===== src/rtl/chacha_defines.svh =====
`ifndef CHACHA_DEFINES_SVH
`define CHACHA_DEFINES_SVH

// ====================
// State geometry
// ====================
`define CHACHA_WORD_W 32
`define CHACHA_WORDS  16
`define CHACHA_ROUNDS 20

// ====================
// Sigma words, "expand 32-byte k" read as little-endian words
// ====================
`define CHACHA_CONST_0 32'h6170_7865
`define CHACHA_CONST_1 32'h3320_646e
`define CHACHA_CONST_2 32'h7962_2d32
`define CHACHA_CONST_3 32'h6b20_6574

`endif

===== src/rtl/chacha_pkg.sv =====
`include "chacha_defines.svh"

package chacha_pkg;

    typedef logic [`CHACHA_WORD_W-1:0] word_t;

    // Index 0 sits in the low bits, so key[i] feeds state word 4+i
    typedef word_t [7:0] key_t;
    typedef word_t [2:0] nonce_t;

    // Top-level input bundle
    typedef struct packed {
        key_t   key;
        word_t  counter;
        nonce_t nonce;
    } block_input_t;

    // Highest state word first, so word 0 lands in the low bits
    typedef struct packed {
        nonce_t      nonce;
        word_t       counter;
        key_t        key;
        word_t [3:0] sigma;
    } state_fields_t;

    // Named view at load time, indexed view in the rounds
    typedef union packed {
        word_t [`CHACHA_WORDS-1:0] words;
        state_fields_t             fields;
    } chacha_state_u;

    typedef word_t [`CHACHA_WORDS-1:0] keystream_t;

endpackage


===== src/rtl/chacha_half_round.sv =====
`timescale 1ns/1ns

module chacha_half_round (
    input  chacha_pkg::chacha_state_u working,
    input  logic                      diagonal,
    output chacha_pkg::chacha_state_u next_state
);
    import chacha_pkg::*;

    // Word indices per quarter round, in a, b, c, d order
    localparam int COL_IDX [4][4] = '{
        '{0, 4,  8, 12},
        '{1, 5,  9, 13},
        '{2, 6, 10, 14},
        '{3, 7, 11, 15}
    };
    localparam int DIAG_IDX [4][4] = '{
        '{0, 5, 10, 15},
        '{1, 6, 11, 12},
        '{2, 7,  8, 13},
        '{3, 4,  9, 14}
    };

    word_t qr_in  [4][4];
    word_t qr_out [4][4];

    // ====================
    // Gather and quarter rounds
    // ====================
    for (genvar q = 0; q < 4; q++) begin : g_qr
        for (genvar k = 0; k < 4; k++) begin : g_sel
            assign qr_in[q][k] = diagonal ? working.words[DIAG_IDX[q][k]]
                                          : working.words[COL_IDX[q][k]];
        end

        chacha_quarter_round u_qr (
            .a    (qr_in[q][0]),
            .b    (qr_in[q][1]),
            .c    (qr_in[q][2]),
            .d    (qr_in[q][3]),
            .a_out(qr_out[q][0]),
            .b_out(qr_out[q][1]),
            .c_out(qr_out[q][2]),
            .d_out(qr_out[q][3])
        );
    end

    // ====================
    // Scatter back to the same positions
    // ====================
    always_comb begin
        next_state = working;
        for (int q = 0; q < 4; q++) begin
            for (int k = 0; k < 4; k++) begin
                if (diagonal) begin
                    next_state.words[DIAG_IDX[q][k]] = qr_out[q][k];
                end else begin
                    next_state.words[COL_IDX[q][k]] = qr_out[q][k];
                end
            end
        end
    end

endmodule


===== src/rtl/chacha_quarter_round.sv =====
`timescale 1ns/1ns
`include "chacha_defines.svh"

module chacha_quarter_round (
    input  chacha_pkg::word_t a,
    input  chacha_pkg::word_t b,
    input  chacha_pkg::word_t c,
    input  chacha_pkg::word_t d,
    output chacha_pkg::word_t a_out,
    output chacha_pkg::word_t b_out,
    output chacha_pkg::word_t c_out,
    output chacha_pkg::word_t d_out
);
    import chacha_pkg::*;

    word_t a1;
    word_t b1;
    word_t c1;
    word_t d1;

    function automatic word_t rotl(input word_t x, input int unsigned n);
        return (x << n) | (x >> (`CHACHA_WORD_W - n));
    endfunction

    // First half, rotations 16 and 12
    assign a1 = a + b;
    assign d1 = rotl(d ^ a1, 16);
    assign c1 = c + d1;
    assign b1 = rotl(b ^ c1, 12);

    // Second half, rotations 8 and 7
    assign a_out = a1 + b1;
    assign d_out = rotl(d1 ^ a_out, 8);
    assign c_out = c1 + d_out;
    assign b_out = rotl(b1 ^ c_out, 7);

endmodule


===== config.mk =====
export PLATFORM = sky130hd
export DESIGN_NAME = chacha_half_round
export DESIGN_NICKNAME = d
export VERILOG_FILES = /design/src/rtl/chacha_pkg.sv /design/src/rtl/chacha_half_round.sv /design/src/rtl/chacha_quarter_round.sv
export VERILOG_INCLUDE_DIRS = /design/src /design/src/rtl
export SDC_FILE = /design/constraint.sdc
export NUM_CORES = 2
export LEC_CHECK = 0
export BUFFER_PORTS_ARGS = -buffer_cell sky130_fd_sc_hd__buf_2
export CAP_MARGIN = 20
export CORE_AREA = 3 3 395 397
export DETAILED_ROUTE_END_ITERATION = 8
export DIE_AREA = 0 0 398 400
export GPL_TIMING_DRIVEN = 1
export PLACE_DENSITY = 0.53
export SETUP_SLACK_MARGIN = 0.3
export SYNTH_ARGS = -nofsm -noshare
export SYNTH_HDL_FRONTEND = slang
export SYNTH_HIERARCHICAL = 1
export SYNTH_SLANG_ARGS = --single-unit

===== constraint.sdc =====
create_clock -name vclk -period 17.7
set_input_delay 3.54 -clock vclk [all_inputs]
set_output_delay 3.54 -clock vclk [all_outputs]
set_load 0.02 [all_outputs]

After elaboration in Yosys (flattened, before gate mapping)
Index checks and enable logic that the tools add are counted.
Word-level totals
  register bits after elaboration: 0
  input port bits: 513
  output and inout bits: 512
  logic and storage cells: 72
Operators by class
  add/subtract/negate cells: 16
  muxes and demuxes: 24
  bitwise operators: 32
Operators by type and width (count)
  $mux W32: 24
  $add A32 B32 Y32: 16
  $xor A32 B32 Y32: 16
  $or A32 B12 Y32: 4
  $or A32 B16 Y32: 4
  $or A32 B7 Y32: 4
  $or A32 B8 Y32: 4

Longest topological paths before layout
  depth in word-level cells: 14
  depth in mapped cells: 49
  gate-level depth less buffers: 46

Hierarchy
Netlist, hierarchy kept.
Modules (own cells, without submodules)
  chacha_half_round: instances 1, cells an instance 853, area an instance 9263.9 um^2, sequential area each 0.0 um^2
  chacha_quarter_round (g_qr[2].u_qr): instances 1, cells an instance 1040, area an instance 7806.2 um^2, sequential area each 0.0 um^2
  chacha_quarter_round (g_qr[0].u_qr): instances 1, cells an instance 984, area an instance 7757.4 um^2, sequential area each 0.0 um^2
  chacha_quarter_round (g_qr[1].u_qr): instances 1, cells an instance 998, area an instance 7739.9 um^2, sequential area each 0.0 um^2
  chacha_quarter_round (g_qr[3].u_qr): instances 1, cells an instance 997, area an instance 7691.1 um^2, sequential area each 0.0 um^2

Worst setup path after synthesis
No wires, ideal clock.
  path kind: input to output
  from: input diagonal
  to: output next_state[229] (netlist bit)
  arrival time: 14.042 ns
  data required time: 14.160 ns
  slack: 0.118 ns
  cell stages on the path: 49
  path buffers: 3
  cells stage by stage: buf_4 -> buf_6 -> buf_4 -> mux2_2 -> ha_1 -> inv_1 -> fa_1 -> nor2b_1 -> o211ai_1 -> a211oi_1 -> o211ai_1 -> a21oi_1 -> nor2_1 -> o311ai_0 -> xor2_1 -> ha_1 -> fa_1 -> a211o_1 -> [13 not listed] -> a211oi_1 -> or2_2 -> a41o_1 -> a31oi_1 -> o211ai_1 -> xor2_1 -> ha_1 -> fa_1 -> a21oi_1 -> o21bai_1 -> a211oi_1 -> o31a_1 -> o21ai_0 -> or3_1 -> a31o_2 -> xor2_1 -> xor2_1 -> mux2_2
RTL lines
  start, declared: line chacha_half_round.sv:5  | input logic diagonal,
  end, declared: line chacha_half_round.sv:6  | output chacha_pkg::chacha_state_u next_state

==> results.sh <==
export IMPL_arrival_ps=15020
export IMPL_core_um2=152300
export IMPL_drt_first_iter_violations=6787
export IMPL_holdPathEnd="next_state[64]"
export IMPL_dieArea_um2=159200
export IMPL_synthCells=4872
export IMPL_die_h_um=400
export IMPL_start_util=0.2644
export IMPL_yosysTopAreaCellShare=0.2151
export IMPL_hpwl_um=367700
export IMPL_cp_slowest_cell="or4b_4"
export IMPL_ys_seq_area_frac=0
export IMPL_cpMostUsedCell="buf_6"
export IMPL_wire_per_inst_um=36.82
export IMPL_regArea_um2=0
export IMPL_fin_area_um2=78680
export IMPL_slew_violations=0
export IMPL_fin_nets=9946
export IMPL_grt_pass1_wl_um=513000
export IMPL_seq_cells=0
export IMPL_synth_avg_cell_area_um2=8.263
export IMPL_syn_to_final_growth_pct=95.43
export IMPL_final_setup_viol_count=191
export IMPL_rsz0062_at_grt="yes"
export IMPL_hold_depth=4
export IMPL_drt_pass1_iter_count=6
export IMPL_core_rowCount=143
export IMPL_multi_input_area_um2=44440
export IMPL_path_class="input pin to output port"
export IMPL_port_buffers=1025
export IMPL_grt_overflow_total=0
export IMPL_drcViolationCount=0
export IMPL_synth_adder_area_share=0.1646
export IMPL_cp_max_fo=6
export IMPL_syn_cell_area_um2=40260
export IMPL_grt_pass1_vias=57470
export IMPL_dp_slack_ps=-2378
export IMPL_crit_path_start_kind="input pin"
export IMPL_maxCapViolations=0
export IMPL_ant_nets=0
export IMPL_required_ps=14160
export IMPL_period_minus_slack_ps=18560
export IMPL_hold_path_startpoint="working[64]"
export IMPL_gp_congestion=1.155
export IMPL_min_period_over_period=1.048
export IMPL_n_fill_cell=14940
export IMPL_place_area_um2=68440
export IMPL_synth_top_family_by_area="compound AO/OA/AOI/OAI gates"
export IMPL_synth_area_leader_cell="mux2_2"
export IMPL_postCtsHoldBufs=0
export IMPL_outcome="finished, violations left"
export IMPL_holdWs_ps=7767
export IMPL_synth_cell_type_count=111
export IMPL_cpPeakStageDelay_ps=550
export IMPL_synth_xor_area_share=0.2352
export IMPL_worst_slack_ps=-855.4
export IMPL_ys_top_cells_by_area="mux2_2 22%, ha_1 16%, xor2_1 12%"
export IMPL_worst_pin_slew_ps=1081
export IMPL_utilization=0.5167
export IMPL_nClkBuffers=0
export IMPL_grt_max_degree=95
export IMPL_antenna_found_initial=72
export IMPL_drive_above_1_share=0.6357
export IMPL_yosysMostFrequentCell="mux2_2"
export IMPL_slew_headroom=0.2768
export IMPL_ys_warn_count=6
export IMPL_finalHoldViolations=0
export IMPL_routed_via_density=5.498
export IMPL_cp_end_kind="output port"
export IMPL_synth_top_cells_by_count="769 x mux2_2, 560 x xor2_1, 504 x ha_1"
export IMPL_drt_wl_total_um=403500
export IMPL_hold_class="input pin to output port"
export IMPL_max_freq_mhz=53.89
export IMPL_grt_use_total=0.4810
export IMPL_die_w_um=398
export IMPL_syn_nets=5905
export IMPL_via_count=60250
export IMPL_synth_compound_area_frac=0.2362
export IMPL_violations="negative setup slack"
export IMPL_yosys_area_share_simple=0.1116
export IMPL_synthMuxAreaShare=0.2171
export IMPL_ios=1025
## cells in the final DEF, fill, tap and decap left out, drive strengths merged, types with 23 or more instances in the layout
master and n:
buf 4174, mux2 769, xor2 570, ha 504, a21oi 392, xnor2 363
o21ai 244, nor2 241, nand2 235, a21o 204, inv 156, nand3 83
o21a 82, a211oi 71, nor3 67, o21bai 60, nand2b 56, nand4 54
o211ai 51, a31oi 48, nor2b 46, o31ai 29, and3 25, xor3 23
## logic make-up (layout without fill, tap and decap cells)
| group | after synthesis | in the layout |
|---|---|---|
| muxes | 777 | 777 |
| adders and majority gates | 520 | 520 |
| and+or+nand+nor | 908 | 908 |
| AOI/OAI and AO/OA | 1393 | 1393 |
| xor gates and xnor gates | 978 | 978 |
| buffers and inverters | 296 | 4335 |
| other | 0 | 19 |
## cell type report
| type | instances | area share |
|---|---|---|
| multi-input cells | 4576 | 0.5648 |
| repair buffers | 4179 | 0.3948 |
| well taps | 2030 | 0.03228 |
| inverters | 156 | 0.007443 |
| diodes | 19 | 0.0006043 |
## stage by stage
stage / instances / TNS [ps]
5_1_grt: 10950 / -137350
3_5_place_dp: 10570 / -330180
3_3_place_gp: 10570 / -325920
2_1_floorplan: 4872 / 0
4_1_cts: 10840 / -59140
6_report: 10960 / -91680
## timing repair
| action | 4_1_cts | 5_1_grt |
|---|---|---|
| buffers inserted | 263 | 97 |
| setup endpoints to repair | 254 | 232 |
| gates resized for setup | 1134 | 326 |
| pin swaps | 387 | 305 |
| cloned | 6 | 0 |
## worst max-delay path, delay by kind of cell
kind / cells / cell delay, ps
adders and majority gates: 6 / 1670
xor gates and xnor gates: 7 / 1260
and+or+nand+nor: 8 / 1550
AOI/OAI and AO/OA: 18 / 3380
buffers and inverters: 18 / 2800
muxes: 2 / 710
## worst max-delay path by stage
stage,startpoint,to,slack (ps),cells past startpoint
floorplan,diagonal,next_state[229],330,49
global placement,diagonal,next_state[223],-2320,51
detailed placement,diagonal,next_state[255],-2380,51
CTS,diagonal,next_state[134],-630,57
global route,diagonal,next_state[134],-1040,58
finish,diagonal,next_state[134],-860,59
## metal layers
metal	global-route usage	vias to the layer above	part of all wire
met5	0	-	0.00060
met4	0.4049	34	0.11
met3	0.1103	935	0.093
met2	0.6982	3444	0.40
met1	0.5999	29640	0.40
li1	-	26200	-
Power is left out: the tool's default activity adds up to more than one toggle a clock period on the data nets, which glitch-free logic cannot reach.
