==> config.mk <==
export PLATFORM = sky130hd
export DESIGN_NAME = chacha_state_regs
export DESIGN_NICKNAME = d
export VERILOG_FILES = /design/src/rtl/chacha_pkg.sv /design/src/rtl/chacha_state_regs.sv
export VERILOG_INCLUDE_DIRS = /design/src /design/src/rtl
export SDC_FILE = /design/constraint.sdc
export NUM_CORES = 2
export LEC_CHECK = 0
export BUFFER_PORTS_ARGS = -buffer_cell sky130_fd_sc_hd__buf_2
export CAP_MARGIN = 20
export CORE_AREA = 2 2 749 751
export CTS_CLUSTER_SIZE = 24
export DETAILED_ROUTE_END_ITERATION = 6
export DIE_AREA = 0 0 751 753
export PLACE_DENSITY_LB_ADDON = 0.25
export SYNTH_ARGS = -nofsm -noshare
export SYNTH_HDL_FRONTEND = slang
export SYNTH_SLANG_ARGS = --single-unit
==> constraint.sdc <==
create_clock -name clk -period 6.9 [get_ports clk]
set_input_delay 0.345 -clock clk [delete_from_list [all_inputs] [get_ports clk]]
set_output_delay 0.345 -clock clk [all_outputs]
set_load 0.01 [all_outputs]
==> src/rtl/chacha_defines.svh <==
`ifndef CHACHA_DEFINES_SVH
`define CHACHA_DEFINES_SVH

// ====================
// State geometry
// ====================
`define CHACHA_WORD_W 32
`define CHACHA_WORDS  16
`define CHACHA_ROUNDS 20

// ====================
// Sigma words, "expand 32-byte k" read as little-endian words
// ====================
`define CHACHA_CONST_0 32'h6170_7865
`define CHACHA_CONST_1 32'h3320_646e
`define CHACHA_CONST_2 32'h7962_2d32
`define CHACHA_CONST_3 32'h6b20_6574

`endif
==> src/rtl/chacha_pkg.sv <==
`include "chacha_defines.svh"

package chacha_pkg;

    typedef logic [`CHACHA_WORD_W-1:0] word_t;

    // Index 0 sits in the low bits, so key[i] feeds state word 4+i
    typedef word_t [7:0] key_t;
    typedef word_t [2:0] nonce_t;

    // Top-level input bundle
    typedef struct packed {
        key_t   key;
        word_t  counter;
        nonce_t nonce;
    } block_input_t;

    // Highest state word first, so word 0 lands in the low bits
    typedef struct packed {
        nonce_t      nonce;
        word_t       counter;
        key_t        key;
        word_t [3:0] sigma;
    } state_fields_t;

    // Named view at load time, indexed view in the rounds
    typedef union packed {
        word_t [`CHACHA_WORDS-1:0] words;
        state_fields_t             fields;
    } chacha_state_u;

    typedef word_t [`CHACHA_WORDS-1:0] keystream_t;

endpackage

==> src/rtl/chacha_state_regs.sv <==
`timescale 1ns/1ns
`include "chacha_defines.svh"

module chacha_state_regs (
    input  logic                      clk,
    input  logic                      rst_n,
    input  logic                      load,
    input  logic                      round_en,
    input  logic                      finish,
    input  chacha_pkg::block_input_t  blk_in,
    input  chacha_pkg::chacha_state_u next_state,
    output chacha_pkg::chacha_state_u working,
    output chacha_pkg::keystream_t    keystream
);
    import chacha_pkg::*;

    chacha_state_u init_state;
    chacha_state_u load_state;
    keystream_t    sum_words;

    // ====================
    // Initial state from the input bundle
    // ====================
    always_comb begin
        load_state.fields.sigma[0] = `CHACHA_CONST_0;
        load_state.fields.sigma[1] = `CHACHA_CONST_1;
        load_state.fields.sigma[2] = `CHACHA_CONST_2;
        load_state.fields.sigma[3] = `CHACHA_CONST_3;
        load_state.fields.key      = blk_in.key;
        load_state.fields.counter  = blk_in.counter;
        load_state.fields.nonce    = blk_in.nonce;
    end

    // Feed-forward, word by word modulo 2^32
    always_comb begin
        for (int i = 0; i < `CHACHA_WORDS; i++) begin
            sum_words[i] = init_state.words[i] + working.words[i];
        end
    end

    // ====================
    // State registers
    // ====================
    always_ff @(posedge clk or negedge rst_n) begin
        if (!rst_n) begin
            init_state <= '0;
            working    <= '0;
        end else if (load) begin
            init_state <= load_state;
            working    <= load_state;
        end else if (round_en) begin
            working <= next_state;
        end
    end

    // Holds the last block until the next finish
    always_ff @(posedge clk or negedge rst_n) begin
        if (!rst_n) begin
            keystream <= '0;
        end else if (finish) begin
            keystream <= sum_words;
        end
    end

endmodule

Word-level counts from Yosys, hierarchy flattened
Cells that the tools add are included.

storage, ports and cells
  output and inout bits = 1024
  register bits = 1464

cells by class
  mux-type cells = 2
  reductions and logical operators = 1
  $add $sub $neg = 16

operators with widths
  kind                     count
  two-way mux 512 bit      2
  adder 32 bit             12
  adder 31 x 32 -> 32 bit  3
  adder 30 x 32 -> 32 bit  1
  nonzero test 2 bit       1

Depth between registers and ports, before layout
  word-level depth = 2
  depth in mapped cells = 11

Least setup slack after synthesis
No wires, ideal clock.

  kind = reg2reg
  start point = register init_state[126] (netlist name)
  end point = register keystream[126] (netlist name)
  clock period less this slack = 3.786 ns
  slack = 3.114 ns
  arrival = 3.661 ns
  cell stages (with the launch flop) = 11
  setup time = 0.125 ns
  path through = dfrtp_1 > ha_1 > a21o_1 > a21o_1 > a2111oi_2 > o311ai_1 > a21oi_1 > o21ai_0 > a31oi_1 > xnor2_1 > mux2_2

on the way
  word-level cells in the longest chain between the ends = 1

ends and longest elaborated chain
  element                  RTL line                 text
  from (decl)              chacha_state_regs.sv:17  chacha_state_u init_state;
  from (signal assigned)   chacha_state_regs.sv:49  init_state <= load_state;
  adder 31 x 32 -> 32 bit  chacha_state_regs.sv:37  sum_words[i] = init_state.words[i] + working.words[i];
  to (signal assigned)     chacha_state_regs.sv:61  keystream <= sum_words;
  to (decl)                chacha_state_regs.sv:13  output chacha_pkg::keystream_t keystream

Every way passes these cells.
A chain may end at the register's enable or synchronous reset.

Worst setup path after layout
  start point = register working[416] (netlist name)
  end point = register keystream[444] (netlist name)

on the way
  word-level cells in the longest chain between the ends = 1

ends and longest elaborated chain
  element                 RTL line                 text
  from (decl)             chacha_state_regs.sv:12  output chacha_pkg::chacha_state_u working,
  from (signal assigned)  chacha_state_regs.sv:50  working <= load_state;
  from (signal assigned)  chacha_state_regs.sv:52  working <= next_state;
  adder 32 bit            chacha_state_regs.sv:37

Every way passes these cells.

==> summary by stage <==
Status
The run finished, with violations left. The checks that failed: hold timing.

Logic synthesis
The average cell area after synthesis is 9.98 sq um. The top cell type by total area after synthesis is dfrtp_1. The post-synthesis cell count is 7684. The synthesized netlist net count is 9029. The synthesized cell area is 76700 sq um.

By area the synthesized netlist is led by dfrtp_1 46%, ha_1 7.0%, o21ai_0 6.4%. The number of flops mapped to enable cells by yosys is 0. The netlist uses 82 different library cells. In the synthesized netlist the async set-or-reset flop fraction comes to 100%. The commonest register cell after synthesis is dfrtp_1. The flop and latch count out of synthesis is 1409. The share of the synthesized area in the top cell type is 46.0%. The fraction of the yosys area taken by sequential cells is 46.0%. Yosys printed 0 warnings.

Clocking
The tree built by TritonCTS fans out to 1409 sinks. Buffers inserted during clock tree synthesis total 195. The clock tree synthesis step divided the H-tree into 4 levels.

TritonCTS built the clock tree. The post-CTS clock slew at the launch and capture registers of the worst setup and hold paths is 0.06 ns. The tree is rooted in a clkbuf_16. The longest clock path from root to sink contains 4 buffers. The number of setup buffers added after CTS is 0.

The clock latency of the later-clocked register in the worst-skew pair is 0.92 ns.

Min path
The end point of the worst hold path is init_state[442]. The cell depth of the worst hold path is 3. The startpoint identified for the worst hold timing path is blk_in[26]. The path class of the tightest hold or removal check is input port to flip-flop.

STA
The measured slew at the worst slew-check pin is 1.07 ns. The count of pins over their slew limit came to 0. The clock period minus worst slack is 4.16 ns.

Setup repair after global routing left no endpoint under its margin. The final critical path takes up 60.3% of the cycle. The upper clock frequency limit is 240 MHz. The worst clock skew is 0.0376 ns. The aggregate negative setup slack is 0 ns. The hold violation count in the final report came to 1. The minimum hold slack is -0.00646 ns. The count of endpoints failing setup in the final report is 0. The headroom to the max-slew limit is 28.4%.

Layout
After the flow finishes, the layout carries non-filler instances totaling 18300. From synthesis to final layout, the design area changed by 46.0%. The finished cells cover 112000 sq um. The share of post-route cells with drive strength above 1 is 25.6%. The number of nets in the layout is 11900. The number of inserted filler cells in the final layout is 62300.

Pwr
The analysis attributes to net switching a power of 12.0 mW. Cell internal power was estimated by the tool at 19.9 mW. The part of the power in combinational logic is 32.2%. In this run switching power makes up 37.6% of total power.

The maximum VDD drop is 0.000176 V. The share of total power dissipated in the clock network is 33.8%. The share of total power dissipated in sequential elements is 34.0%. The power density over cell area is 285 nW/um^2.

The leakage component of the power is 51.7 nW.

Setup path
For the worst setup path, the data required time is 7.65 ns. The start of the worst register-to-register path is working[416]. The cell type of the slowest stage on the worst timing path is a32oi_1. On the worst path, the slowest cell contributes a delay of 0.84 ns. The depth of the worst register-to-register path is 11. The element type at the critical path start is a flip-flop. The arrival time of data at the critical path endpoint is 4.91 ns. The type of the setup path with the least slack is flip-flop to flip-flop. Along the worst path, the maximum fanout reaches 4. The endpoint identified for the worst register-to-register timing path is keystream[444]. Traced cell by cell, the critical path runs through ha_1 > fa_1 > a21oi_1 > o211ai_1 > a32oi_1 > o211ai_1 > a21oi_1 > o21ai_0 > a31oi_1 > xnor2_1 > mux2_2. The setup slack of the most critical reg-to-reg path is 2.74 ns. STA classifies the critical path endpoint as a flip-flop.

Floorplan
The number of core rows is 275. The initial standard-cell utilization of the core is 13.7%. In this run the standard cell core region covers 558000 sq um. The die outline width is 751 microns. The floorplan die height is 753 microns.

The count of boundary I/O pins is 1925. The die area is 566000 sq um.

Place
The global placer's final weighted congestion is 1.15. In this run the cell area measured after placement is 95200 sq um. Once detailed placement completed, the half-perimeter wirelength came to 443000 microns. In this run the tool buffered the top-level ports with 1924 buffer cells. The cell count after placement is 16800.

Drt
The routed layout has 72400 vias. Summed over all layers, the routed wires come to 528000 microns. The first detailed-routing pass took 5 iterations. For this run, design rule violations remaining after detail routing come to 0. After the first detailed-routing iteration, the DRC count stood at 5045.

Once detail routing completed, the nets flagged for antenna violations numbered 0. The final routed wire length divided by cell count is 28.9 microns. The via count normalized by instance count is 3.97.

Flow run
The number of maximum-capacitance constraint violations is 0.

GRT
The aggregate global-route resource usage is 17.9%. The number of global-route vias before repair was 72900. The number of antenna violations at the first check in global routing is 166. The maximum number of pins on one net before global-route repair is 155. The aggregate global routing overflow is 0. The global-route wire length before repair is 690000 microns.
## state kept, by name (all words and copies together), names as in the netlist
signal	flops
keystream	512
init_state	385
working	512
## cells by family (layout without fill, tap and decap cells)
group                    after synthesis  after routing  synth area share [%]
AO/OA/AOI/OAI                       2216           2216                  17.2
XOR/XNOR                             438            438                  5.00
adder cells (fa/ha/maj)              444            444                  7.37
buffers and inverters                830           3807                  4.09
flip-flops                          1409           1409                  46.0
multiplexers                         823            823                  11.3
other                                  0            116                     0
AND/OR/NAND/NOR                     1524           1524                  8.99
## timing repair
action,4_1_cts,5_1_grt
gates resized for setup,0,0
hold buffers,977,0
endpoints found under the hold margin,1274,0
## layer usage
metal	routed length, microns	track usage, %	vias up	part of all wire (%)
met1	210000	20.9	36000	40
li1	-	-	33000	-
met4	25900	7.45	52	4.9
met5	329	0	-	0.062
met3	63200	8.95	709	12
met2	229000	27.7	2678	43
## power by group through the flow
stage	Sequential [mW]	Clock (mW)	Combinational (mW)
3_5_place_dp	11.0	0	9.74
6_report	10.9	10.8	10.3
2_1_floorplan	11.1	0	4.15
3_3_place_gp	11.0	0	9.79
5_1_grt	11.0	11.4	11.1
4_1_cts	10.9	11.2	10.4
## worst max path at each step
| stage | to | start | slack (ns) | depth (start not counted) |
|---|---|---|---|---|
| CTS | keystream[31] | init_state[126] | 2.78 | 11 |
| global placement | keystream[31] | init_state[126] | 2.73 | 11 |
| floorplan | keystream[126] | init_state[126] | 3.11 | 10 |
| finish | keystream[444] | working[416] | 2.74 | 11 |
| detailed placement | keystream[31] | init_state[126] | 2.74 | 11 |
| global route | keystream[31] | init_state[126] | 2.50 | 11 |
## cells in the mapped netlist, drive strengths merged, types with 9 or more instances
master,number
xnor2,282
nand3,98
a21o,231
or2,10
a211o,64
mux2i,468
o221ai,9
buf,35
a41oi,12
o2111ai,9
a21oi,507
a2111oi,9
nand4,46
xor2,156
ha,431
a221oi,9
and3,53
nand3b,16
and2,21
and4,12
inv,477
a211oi,33
nor2,370
nor4,14
o211ai,40
o311ai,16
dfrtp,1409
a21boi,11
o31a,10
o21bai,51
a31oi,56
o21a,53
mux2,355
o21ai,991
o31ai,27
fa,13
nor3,40
a31o,14
nand2,661
or3,18
nor2b,107
nand2b,29
clkbuf,318
## per-stage QoR
| stage | setup WS (ns) | total power, mW | utilization (%) |
|---|---|---|---|
| 5_1_grt | 2.50 | 33.6 | 20.0 |
| 4_1_cts | 2.78 | 32.4 | 20.0 |
| 3_3_place_gp | 2.73 | 20.8 | 17.0 |
| 6_report | 2.74 | 31.9 | 20.0 |
| 3_5_place_dp | 2.74 | 20.8 | 17.0 |
| 2_1_floorplan | 3.11 | 15.3 | - |
## cell usage in the layout, fill, tap and decap left out, types with 14 or more instances in the layout
cell type      Yosys  final
bufinv_16          0     19
a211o_1           64     64
a21oi_1          506    506
nand2_1          661    661
a31oi_1           56     56
nor2_1           370    370
diode_2            0    116
a21o_1           231    231
o21a_1            53     53
buf_4              5     65
o31ai_1           25     25
or3_1             18     18
nand3_1           98     98
xnor2_1          282    282
nand2b_1          29     29
mux2_2           355    355
ha_1             431    431
clkbuf_1         318     32
buf_2              2   1920
and3_1            53     53
buf_12             0     19
a211oi_1          33     33
clkbuf_8           0     42
dlygate4sd3_1      0    977
xor2_1           156    156
nor3_1            40     40
clkinv_2           0     30
nor2b_1          107    107
mux2i_1          468    468
and2_1            21     21
o21ai_0          984    984
clkbuf_16          0    196
o211ai_1          39     39
nor4_1            14     14
o21bai_1          51     51
nand4_1           46     46
dfrtp_1         1409   1408
inv_1            477    476
nand3b_1          16     16
## worst max-delay path: cells and delay by family, from the launching register on
family | cells | cell delay, ns
adder cells (fa/ha/maj) | 2 | 0.67
XOR/XNOR | 1 | 0.09
flip-flops | 1 | 0.40
AO/OA/AOI/OAI | 7 | 2.58
multiplexers | 1 | 0.26
## final cells by class
cell class,instances,area (sq um),share of cell area [%]
clock inverter,76,1020,0.914
tap,7479,9360,8.36
clock buffer,270,5600,5.01
timing repair buffer,2984,20300,18.1
sequential,1409,35300,31.5
multi-input combinational,5445,38300,34.2
inverter,477,1800,1.60
antenna,116,290,0.259
Power figures use the tool's default switching activity.
