===== src/rtl/chacha_defines.svh =====
`ifndef CHACHA_DEFINES_SVH
`define CHACHA_DEFINES_SVH

// ====================
// State geometry
// ====================
`define CHACHA_WORD_W 32
`define CHACHA_WORDS  16
`define CHACHA_ROUNDS 20

// ====================
// Sigma words, "expand 32-byte k" read as little-endian words
// ====================
`define CHACHA_CONST_0 32'h6170_7865
`define CHACHA_CONST_1 32'h3320_646e
`define CHACHA_CONST_2 32'h7962_2d32
`define CHACHA_CONST_3 32'h6b20_6574

`endif

===== src/rtl/chacha_round_ctrl.sv =====
`timescale 1ns/1ns
`include "chacha_defines.svh"

module chacha_round_ctrl (
    input  logic clk,
    input  logic rst_n,
    input  logic start,
    output logic load,
    output logic round_en,
    output logic diagonal,
    output logic finish,
    output logic done
);
    localparam int CNT_W = $clog2(`CHACHA_ROUNDS);

    localparam logic [1:0] ST_IDLE   = 2'd0;
    localparam logic [1:0] ST_ROUNDS = 2'd1;
    localparam logic [1:0] ST_FINISH = 2'd2;

    logic [1:0]       state;
    logic [CNT_W-1:0] round_cnt;

    // ====================
    // Strobes
    // ====================
    assign load     = (state == ST_IDLE) && start;
    assign round_en = (state == ST_ROUNDS);
    assign finish   = (state == ST_FINISH);

    // Even rounds work on columns, odd rounds on diagonals
    assign diagonal = round_cnt[0];

    // ====================
    // Sequencer
    // ====================
    always_ff @(posedge clk or negedge rst_n) begin
        if (!rst_n) begin
            state     <= ST_IDLE;
            round_cnt <= '0;
            done      <= 1'b0;
        end else begin
            done <= finish;
            case (state)
                ST_IDLE: begin
                    round_cnt <= '0;
                    if (start) begin
                        state <= ST_ROUNDS;
                    end
                end
                ST_ROUNDS: begin
                    round_cnt <= round_cnt + 1'b1;
                    if (round_cnt == CNT_W'(`CHACHA_ROUNDS - 1)) begin
                        state <= ST_FINISH;
                    end
                end
                ST_FINISH: begin
                    // Sum is taken on this edge, back to idle
                    state <= ST_IDLE;
                end
                default: begin
                    state <= ST_IDLE;
                end
            endcase
        end
    end

endmodule


===== config.mk =====
export PLATFORM = sky130hd
export DESIGN_NAME = chacha_round_ctrl
export DESIGN_NICKNAME = d
export VERILOG_FILES = /design/src/rtl/chacha_round_ctrl.sv
export VERILOG_INCLUDE_DIRS = /design/src /design/src/rtl
export SDC_FILE = /design/constraint.sdc
export NUM_CORES = 1
export LEC_CHECK = 0
export BUFFER_PORTS_ARGS = -buffer_cell sky130_fd_sc_hd__clkbuf_2
export CORE_MARGIN = 1.5
export CORE_UTILIZATION = 25
export CTS_CLUSTER_DIAMETER = 80
export DETAILED_ROUTE_END_ITERATION = 8
export GPL_ROUTABILITY_DRIVEN = 0
export PLACE_DENSITY_LB_ADDON = 0.15
export SLEW_MARGIN = 20
export SYNTH_ARGS = -nofsm -noshare
export SYNTH_HDL_FRONTEND = slang
export SYNTH_SLANG_ARGS = --single-unit
export TNS_END_PERCENT = 50

===== constraint.sdc =====
create_clock -name clk -period 1.4 [get_ports clk]
set_clock_uncertainty 0.05 [all_clocks]
set_input_delay 0.07 -clock clk [delete_from_list [all_inputs] [get_ports clk]]
set_output_delay 0.07 -clock clk [all_outputs]
set_load 0.02 [all_outputs]

### After elaboration in Yosys (flattened, before gate mapping)

Index checks and enable logic that the tools add are counted.

| word-level totals | value |
|---|---|
| flip-flop bits (word level) | 8 |
| output and inout port bits | 5 |
| input bits | 3 |

| cells by class | value |
|---|---|
| add/sub/neg operators | 1 |
| equality and inequality tests | 5 |
| muxes and demuxes | 4 |
| reduce and logical (&&, ||, !) cells | 4 |

Operators by type and width:

| operator | count |
|---|---|
| $pmux W5 S2 | 1 |
| $add A5 B1 Y5 const B | 1 |
| $eq A5 B5 Y1 const B | 1 |
| $mux W2 | 2 |
| $pmux W2 S2 | 1 |
| $eq A2 B1 Y1 const B | 1 |
| $eq A2 B2 Y1 const B | 1 |
| $logic_not A2 Y1 | 1 |
| $ne A2 B1 Y1 const B | 1 |
| $ne A2 B2 Y1 const B | 1 |
| $reduce_and A2 Y1 | 1 |
| $reduce_bool A2 Y1 | 1 |
| $logic_and A1 B1 Y1 | 1 |

### Longest topological paths before layout

Gate-level depths: netlist of the first run.

| logic depth | value |
|---|---|
| word-level depth | 3 |
| gate-level depth with buffers | 4 |
| mapped depth without buffers | 4 |

### Worst setup path before layout of the first run

OpenSTA, ideal clock, no wires.

| timing path | value |
|---|---|
| path type | register -> register |
| start | register round_cnt[0] |
| end | register state[0] |
| slack | -112 ps |
| period minus slack after synthesis | 1512 ps |
| required time | 1232 ps |
| stages on the path, launching flop included | 5 |
| data arrival time | 1344 ps |
| library setup time | 118 ps |
| path through | dfrtp_1 ha_1 nand2b_4 or3b_1 a21o_1 |

| between the ends | value |
|---|---|
| cells in the longest elaborated chain, start to end | 3 |

Ends and longest elaborated chain:

| item | line | text |
|---|---|---|
| start: declaration | chacha_round_ctrl.sv:21 | `logic [CNT_W-1:0] round_cnt;` |
| start signal: assignment | chacha_round_ctrl.sv:51 | `round_cnt <= round_cnt + 1'b1;` |
| $eq A5 B5 Y1 | chacha_round_ctrl.sv:52 | `` if (round_cnt == CNT_W'(`CHACHA_ROUNDS - 1)) begin `` |
| $ne A2 B1 Y1 (no line) | - |  |
| $reduce_and A2 Y1 (no line) | - |  |
| end signal: assignment | chacha_round_ctrl.sv:53 | `state <= ST_FINISH;` |
| end signal: assignment | chacha_round_ctrl.sv:58 | `state <= ST_IDLE;` |
| end signal: assignment | chacha_round_ctrl.sv:61 | `state <= ST_IDLE;` |
| end: declaration | chacha_round_ctrl.sv:20 | `logic [1:0] state;` |

Every way passes these cells.
A chain may end at the register's enable or synchronous reset.

### Worst setup path in the final report of the first run

| timing path | value |
|---|---|
| start | register round_cnt[1] |
| end | register state[0] |

The elaborated chain is that of the path after synthesis.

==> results of run 1 <==
[cell families after synthesis]
| kind of cell | after synthesis | synth area share |
|---|---|---|
| buffers and inverters | 2 | 0.0238 |
| adder cells (fa/ha/maj) | 1 | 0.0340 |
| AO/OA/AOI/OAI | 7 | 0.146 |
| AND/OR/NAND/NOR | 14 | 0.252 |
| flip-flops | 8 | 0.544 |
[path summary, 6_finish.rpt]
kind                            cells past startpoint            to         start  slack (ns)
min in group clk                                    3      state[0]         start        0.15
worst min register to register                      1  round_cnt[0]  round_cnt[0]        0.51
max in group asynchronous                           2      state[1]         rst_n        0.95
worst max register to register                      4      state[0]  round_cnt[1]        0.05
worst max-delay path                                4      state[0]  round_cnt[1]        0.05
worst min-delay path                                2  round_cnt[4]         rst_n        0.14
[worst register-to-register path: stages, from the launching register on]
cell,delay [ns]
dfrtp_1,0.41
ha_4,0.17
nand2b_4,0.05
or3b_4,0.39
a21o_1,0.16
[sequential cells by signal (all words and copies together), names as in the netlist]
name       count
round_cnt      5
state          2
done           1
[cell usage in the layout (no fill, tap or decap)]
cell / netlist / routed
a21o_1: 1 / 1
a22o_1: 1 / 1
a22o_2: 1 / 1
buf_4: 0 / 1
clkbuf_1: 0 / 1
clkbuf_2: 0 / 7
clkbuf_4: 0 / 3
dfrtp_1: 8 / 6
dfrtp_2: 0 / 2
dlygate4sd3_1: 0 / 1
ha_4: 0 / 1
inv_1: 1 / 1
nand2_1: 3 / 3
nand2b_4: 2 / 2
nand3_1: 4 / 4
nor2_1: 1 / 1
nor2b_1: 1 / 1
nor3b_2: 0 / 1
o21ai_0: 2 / 2
o311ai_0: 2 / 2
or2b_1: 1 / 1
or3b_4: 0 / 1
[power breakdown]
| group | switching [mW] | internal (mW) |
|---|---|---|
| logic | 0.158 | 0.195 |
| clock network | 0.0808 | 0.109 |
| registers | 0.101 | 0.312 |
[metrics by stage]
stage | hold WS (ns) | area [um^2] | util
6_report | 0.144 | 483 | 0.362
5_1_grt | 0.164 | 483 | 0.362
4_1_cts | 0.143 | 474 | 0.356
3_5_place_dp | -0.119 | 438 | 0.328
3_3_place_gp | -0.121 | 438 | 0.328
2_1_floorplan | -0.276 | 382 | -
[final cells by class]
cell class              count  area share
clock buffers               4      0.0544
multi-input cells          22       0.370
repair buffers              9       0.109
well taps                  15      0.0389
flip-flops and latches      8       0.420
inverters                   1     0.00777
[metal layers]
| layer | vias up | GRT usage | wire length (um) |
|---|---|---|---|
| met1 | 132 | 0.148 | 329 |
| met5 | - | 0 | 0 |
| met2 | 7 | 0.164 | 322 |
| met4 | 0 | 0.0968 | 25 |
| met3 | 4 | 0.0479 | 33 |
| li1 | 140 | - | - |
[what timing repair did]
item	4_1_cts	5_1_grt
endpoints found under the setup margin	0	2
endpoints found under the hold margin	8	0
setup buffers	0	0
hold buffers	1	0
gates resized for setup	0	3
==> run metrics, run 1 <==
clock tree sinks=8; critical path launch point type=flip-flop; vias in the first global route=286; IR drop worst, VDD=0.552 mV; net count after synthesis=36; Die Ht=41.4 um; Final Critical Period=1.35 ns; synthesized area per cell=11.5 um^2; Tot Pwr=0.957 mW; Via Count=283; FFs w/ async S/R, synth=1.00; CP Class=reg -> reg; Core Area=1330 um^2; post-route insts no fill=59; final setup fails=0; first-pass GRT wire length=1210 um; FILL cells=142; WP data required=1.49 ns; Initial Util=0.276; Area Growth Syn to Fin=31.3%; Post-synth top cells=dfrtp_1 (8), nand3_1 (4), nand2_1 (3); area leader, netlist=dfrtp_1; Max-Cap Viols=0; Crit Path Max Fanout=3; DR WL/cell=12.0 um; Final Cycle Share=0.964; H-tree level count=1; CP peak stage delay=0.41 ns; sequential share of the synthesized area=0.544; final-report hold violation count=0; I/O pin count=8; status=finished clean; relative slew slack=0.776; die area=1710 um^2; max-slew violations=0; layout cell share with drive strength beyond 1=0.432; critical path's slowest cell=dfrtp_1; Tot GR Track Use=0.121; placed insts=54; Area contributors post-synth=dfrtp_1 (54%), nand2b_4 (7.5%), nand3_1 (5.4%); Hold Path Class=in -> async; FMAX=741 MHz; pin count of the biggest net entering global routing=10; DR vias/cell=4.80; RSZ-0062 raised after global routing=false; EDFF count, synth=0; Synth Cell Area=368 um^2; die width=41.4 um; clk slew on worst S/H paths=0.06 ns; Post-route DRC=0; drt first pass iters=2; area of the multi-input gates=179 um^2; gr ovfl total=0; number of library cell types mapped by synthesis=17; PortBufs=7; share of the synthesized area in the top cell type=0.544; diode count=0; Worst Slack Setup Final=0.0498 ns; count leader, synth=dfrtp_1; Synth Register Bits=8; Worst Setup End Kind=flip-flop; setup_tns=0 ns; top_reg_cell synth=dfrtp_1; clk buf depth=2; Gate Count Post-Synth=32; root buf cell=clkbuf_4; clock tree from TritonCTS=built; crit path DAT=1.44 ns; Leak=0.213 nW; Cell Rows=13; Syn. warnings=0; nets=49; dpl ws=0.0333 ns; cell chain of the critical path=ha_4, nand2b_4, or3b_4, a21o_1; worst skew pair latency=0.26 ns; CTS Buf Count=3; delay-heaviest family, CP=simple AND/OR/NAND/NOR gates; initial antenna violation count=0; pwr dens=1980 nW/um^2; antenna-violating nets left=0; Initial DRC Count=5; Register Area=203 um^2; Tightest Pin Transition=0.331 ns; WL final=709 um; Worst Path Buf+Inv=0
No activity file was read; power rests on OpenSTA's default activity.
==> run 2, diff against run 1 <==
--- a/config.mk
+++ b/config.mk
@@ -12,7 +12,6 @@
 export CTS_CLUSTER_DIAMETER = 80
 export DETAILED_ROUTE_END_ITERATION = 8
 export GPL_ROUTABILITY_DRIVEN = 0
-export PLACE_DENSITY_LB_ADDON = 0.15
 export SLEW_MARGIN = 20
 export SYNTH_ARGS = -nofsm -noshare
 export SYNTH_HDL_FRONTEND = slang
==> run 2 against run 1 <==
  * Design area unchanged
  * Worst setup slack better by 0.0016 ns
  * Maximum frequency rose by 0.12%
  * Largest power group unchanged
  * Flip-flop and latch count stayed put
  * First-iteration DRC count shrank 60%
  * Die area unchanged
  * Critical endpoint unchanged
  * Global-route usage fell by 0.91 points
  * Largest cell class unchanged
  * Routed wire length fell by 1.7%
  * Utilization stayed put
  * Register-to-register slack hardly changed
  * Via count shrank 2.8%
==> run metrics, run 2 (same netlist as run 1, synthesis figures left out) <==
Cell Rows=13 (unchanged); Switch Pwr=0.343 mW (+0.95%); DR WL/cell=11.8 um (-1.7%); critical path launch point type=flip-flop; Crit Path Max Fanout=5 (+2); worst skew pair latency=0.25 ns (about the same); Largest register FFs=5 (unchanged); die width=41.4 um (unchanged); reg2reg start=round_cnt[0]; final setup fails=0 (unchanged); max-slew violations=0 (unchanged); relative slew slack=0.803 (+0.0270); Post-route DRC=0 (unchanged); design area=483 um^2 (unchanged); Final Critical Period=1.35 ns (-0.00158 ns); clock share of power=0.200 (about the same); DP Wirelength=508 um; end point of the critical path=state[0]; Final Cycle Share=0.963 (-0.00113); IR drop worst, VDD=0.950 mV (+72%); Area Growth Syn to Fin=31.3% (unchanged); R2R Path End=state[0]; CP Class=reg -> reg; most common cell after layout, fill and taps aside=clkbuf_2; I/O pin count=8 (unchanged); clock tree sinks=8 (unchanged); Largest regs=round_cnt x5, state x2, done x1; Initial DRC Count=2 (-3); Leak=0.213 nW (about the same); first-pass GRT wire length=1160 um (-4.0%); Critical Path Start=round_cnt[0]; crit path DAT=1.45 ns (about the same); pwr dens=1990 nW/um^2 (+0.30%); H-tree level count=1 (unchanged); PortBufs=7 (unchanged); DR vias/cell=4.66 (-2.8%); Tightest Pin Transition=0.291 ns (-0.0400 ns); die area=1710 um^2 (unchanged); Initial Util=0.276 (unchanged); vias in the first global route=249 (-13%); area of the multi-input gates=179 um^2 (unchanged); RSZ-0062 raised after global routing=true; layout cell share with drive strength beyond 1=0.432 (unchanged); Gate power share=0.370 (about the same); Die Ht=41.4 um (unchanged); Reg with most FFs=round_cnt; reg2reg setup slack=0.05 ns (about the same); Post-DP Area=438 um^2 (unchanged); Net Sw Frac=0.358 (+0.00231); WL final=697 um (-1.7%); Flop pwr share=0.430 (-0.002); nets=49 (unchanged); Core Area=1330 um^2 (unchanged); diode count=0 (unchanged); most frequent cells in the layout=clkbuf_2 (7), dfrtp_1 (6), nand3_1 (4), nand2_1 (3), clkbuf_4 (3); CTS Buf Count=3 (unchanged); WP data required=1.50 ns (about the same); Tot Pwr=0.960 mW (+0.30%); clk buf depth=2 (unchanged); drt first pass iters=4 (+2); root buf cell=clkbuf_4; Tot GR Track Use=0.111 (-0.00905); gr ovfl total=0 (unchanged); Worst Setup End Kind=flip-flop; clock tree from TritonCTS=built; internal power=0.616 mW (about the same); final-report hold violation count=0 (unchanged); initial antenna violation count=0 (unchanged); Register Area=203 um^2 (unchanged); FILL cells=151 (+6.3%); Max-Cap Viols=0 (unchanged); clk slew on worst S/H paths=0.06 ns (about the same); FF-to-FF path depth=4 (unchanged); antenna-violating nets left=0 (unchanged); FMAX=741 MHz (+0.12%); status=finished clean; pin count of the biggest net entering global routing=10 (unchanged); Hold Path Class=in -> async; Via Count=275 (-2.8%); setup_tns=0 ns (unchanged)
[run 2: cell counts in the layout (fill, tap and decap cells not counted)]
No cell type changed its count.
[run 2: per-stage QoR]
stage	setup WS [ns]	hold WS, ns	cells	util
2_1_floorplan	0.0148	-0.276	32	-
3_3_place_gp	0.0353	-0.120	54	0.328
3_5_place_dp	0.0467	-0.117	54	0.328
4_1_cts	0.0302	0.149	59	0.356
5_1_grt	-0.00325	0.163	59	0.362
6_report	0.0514	0.138	59	0.362
[run 2: worst min-delay path by stage]
stage	startpoint	to	cells past startpoint
floorplan	rst_n	done	0
global placement	rst_n	round_cnt[2]	1
detailed placement	rst_n	round_cnt[2]	1
CTS	rst_n	round_cnt[1]	2
global route	start	state[0]	3
finish	rst_n	round_cnt[4]	2
[run 2: power by group through the flow]
stage	combinational [mW]	sequential, mW	clock [mW]
after floorplan	0.238	0.417	0
after global placement	0.346	0.411	0
after detailed placement	0.346	0.414	0
after CTS	0.354	0.409	0.200
after global routing	0.398	0.428	0.218
final	0.355	0.413	0.192
[run 2: timing repair]
action / 4_1_cts / 5_1_grt
buffers inserted: 0 / 0
gates resized for setup: 0 / 3
hold buffers: 1 / 0
endpoints found under the setup margin: 0 / 3
hold endpoints to repair: 8 / 0
[run 2: layer usage]
metal	global-route usage	wire length, um
met4	0.0484	0
met1	0.161	361
met2	0.129	299
met3	0.0638	36
met5	0	0
[run 2: critical path: stages, from the launching register on]
cell	delay (ns)
dfrtp_2	0.41
ha_4	0.16
nand2b_4	0.05
or3b_4	0.39
a21o_1	0.18
[run 2: area by class of cell]
cell class / instances / area share
timing repair buffer: 9 / 0.109
multi-input combinational: 22 / 0.370
inverter: 1 / 0.00777
sequential: 8 / 0.420
clock buffer: 4 / 0.0544
tap: 15 / 0.0389
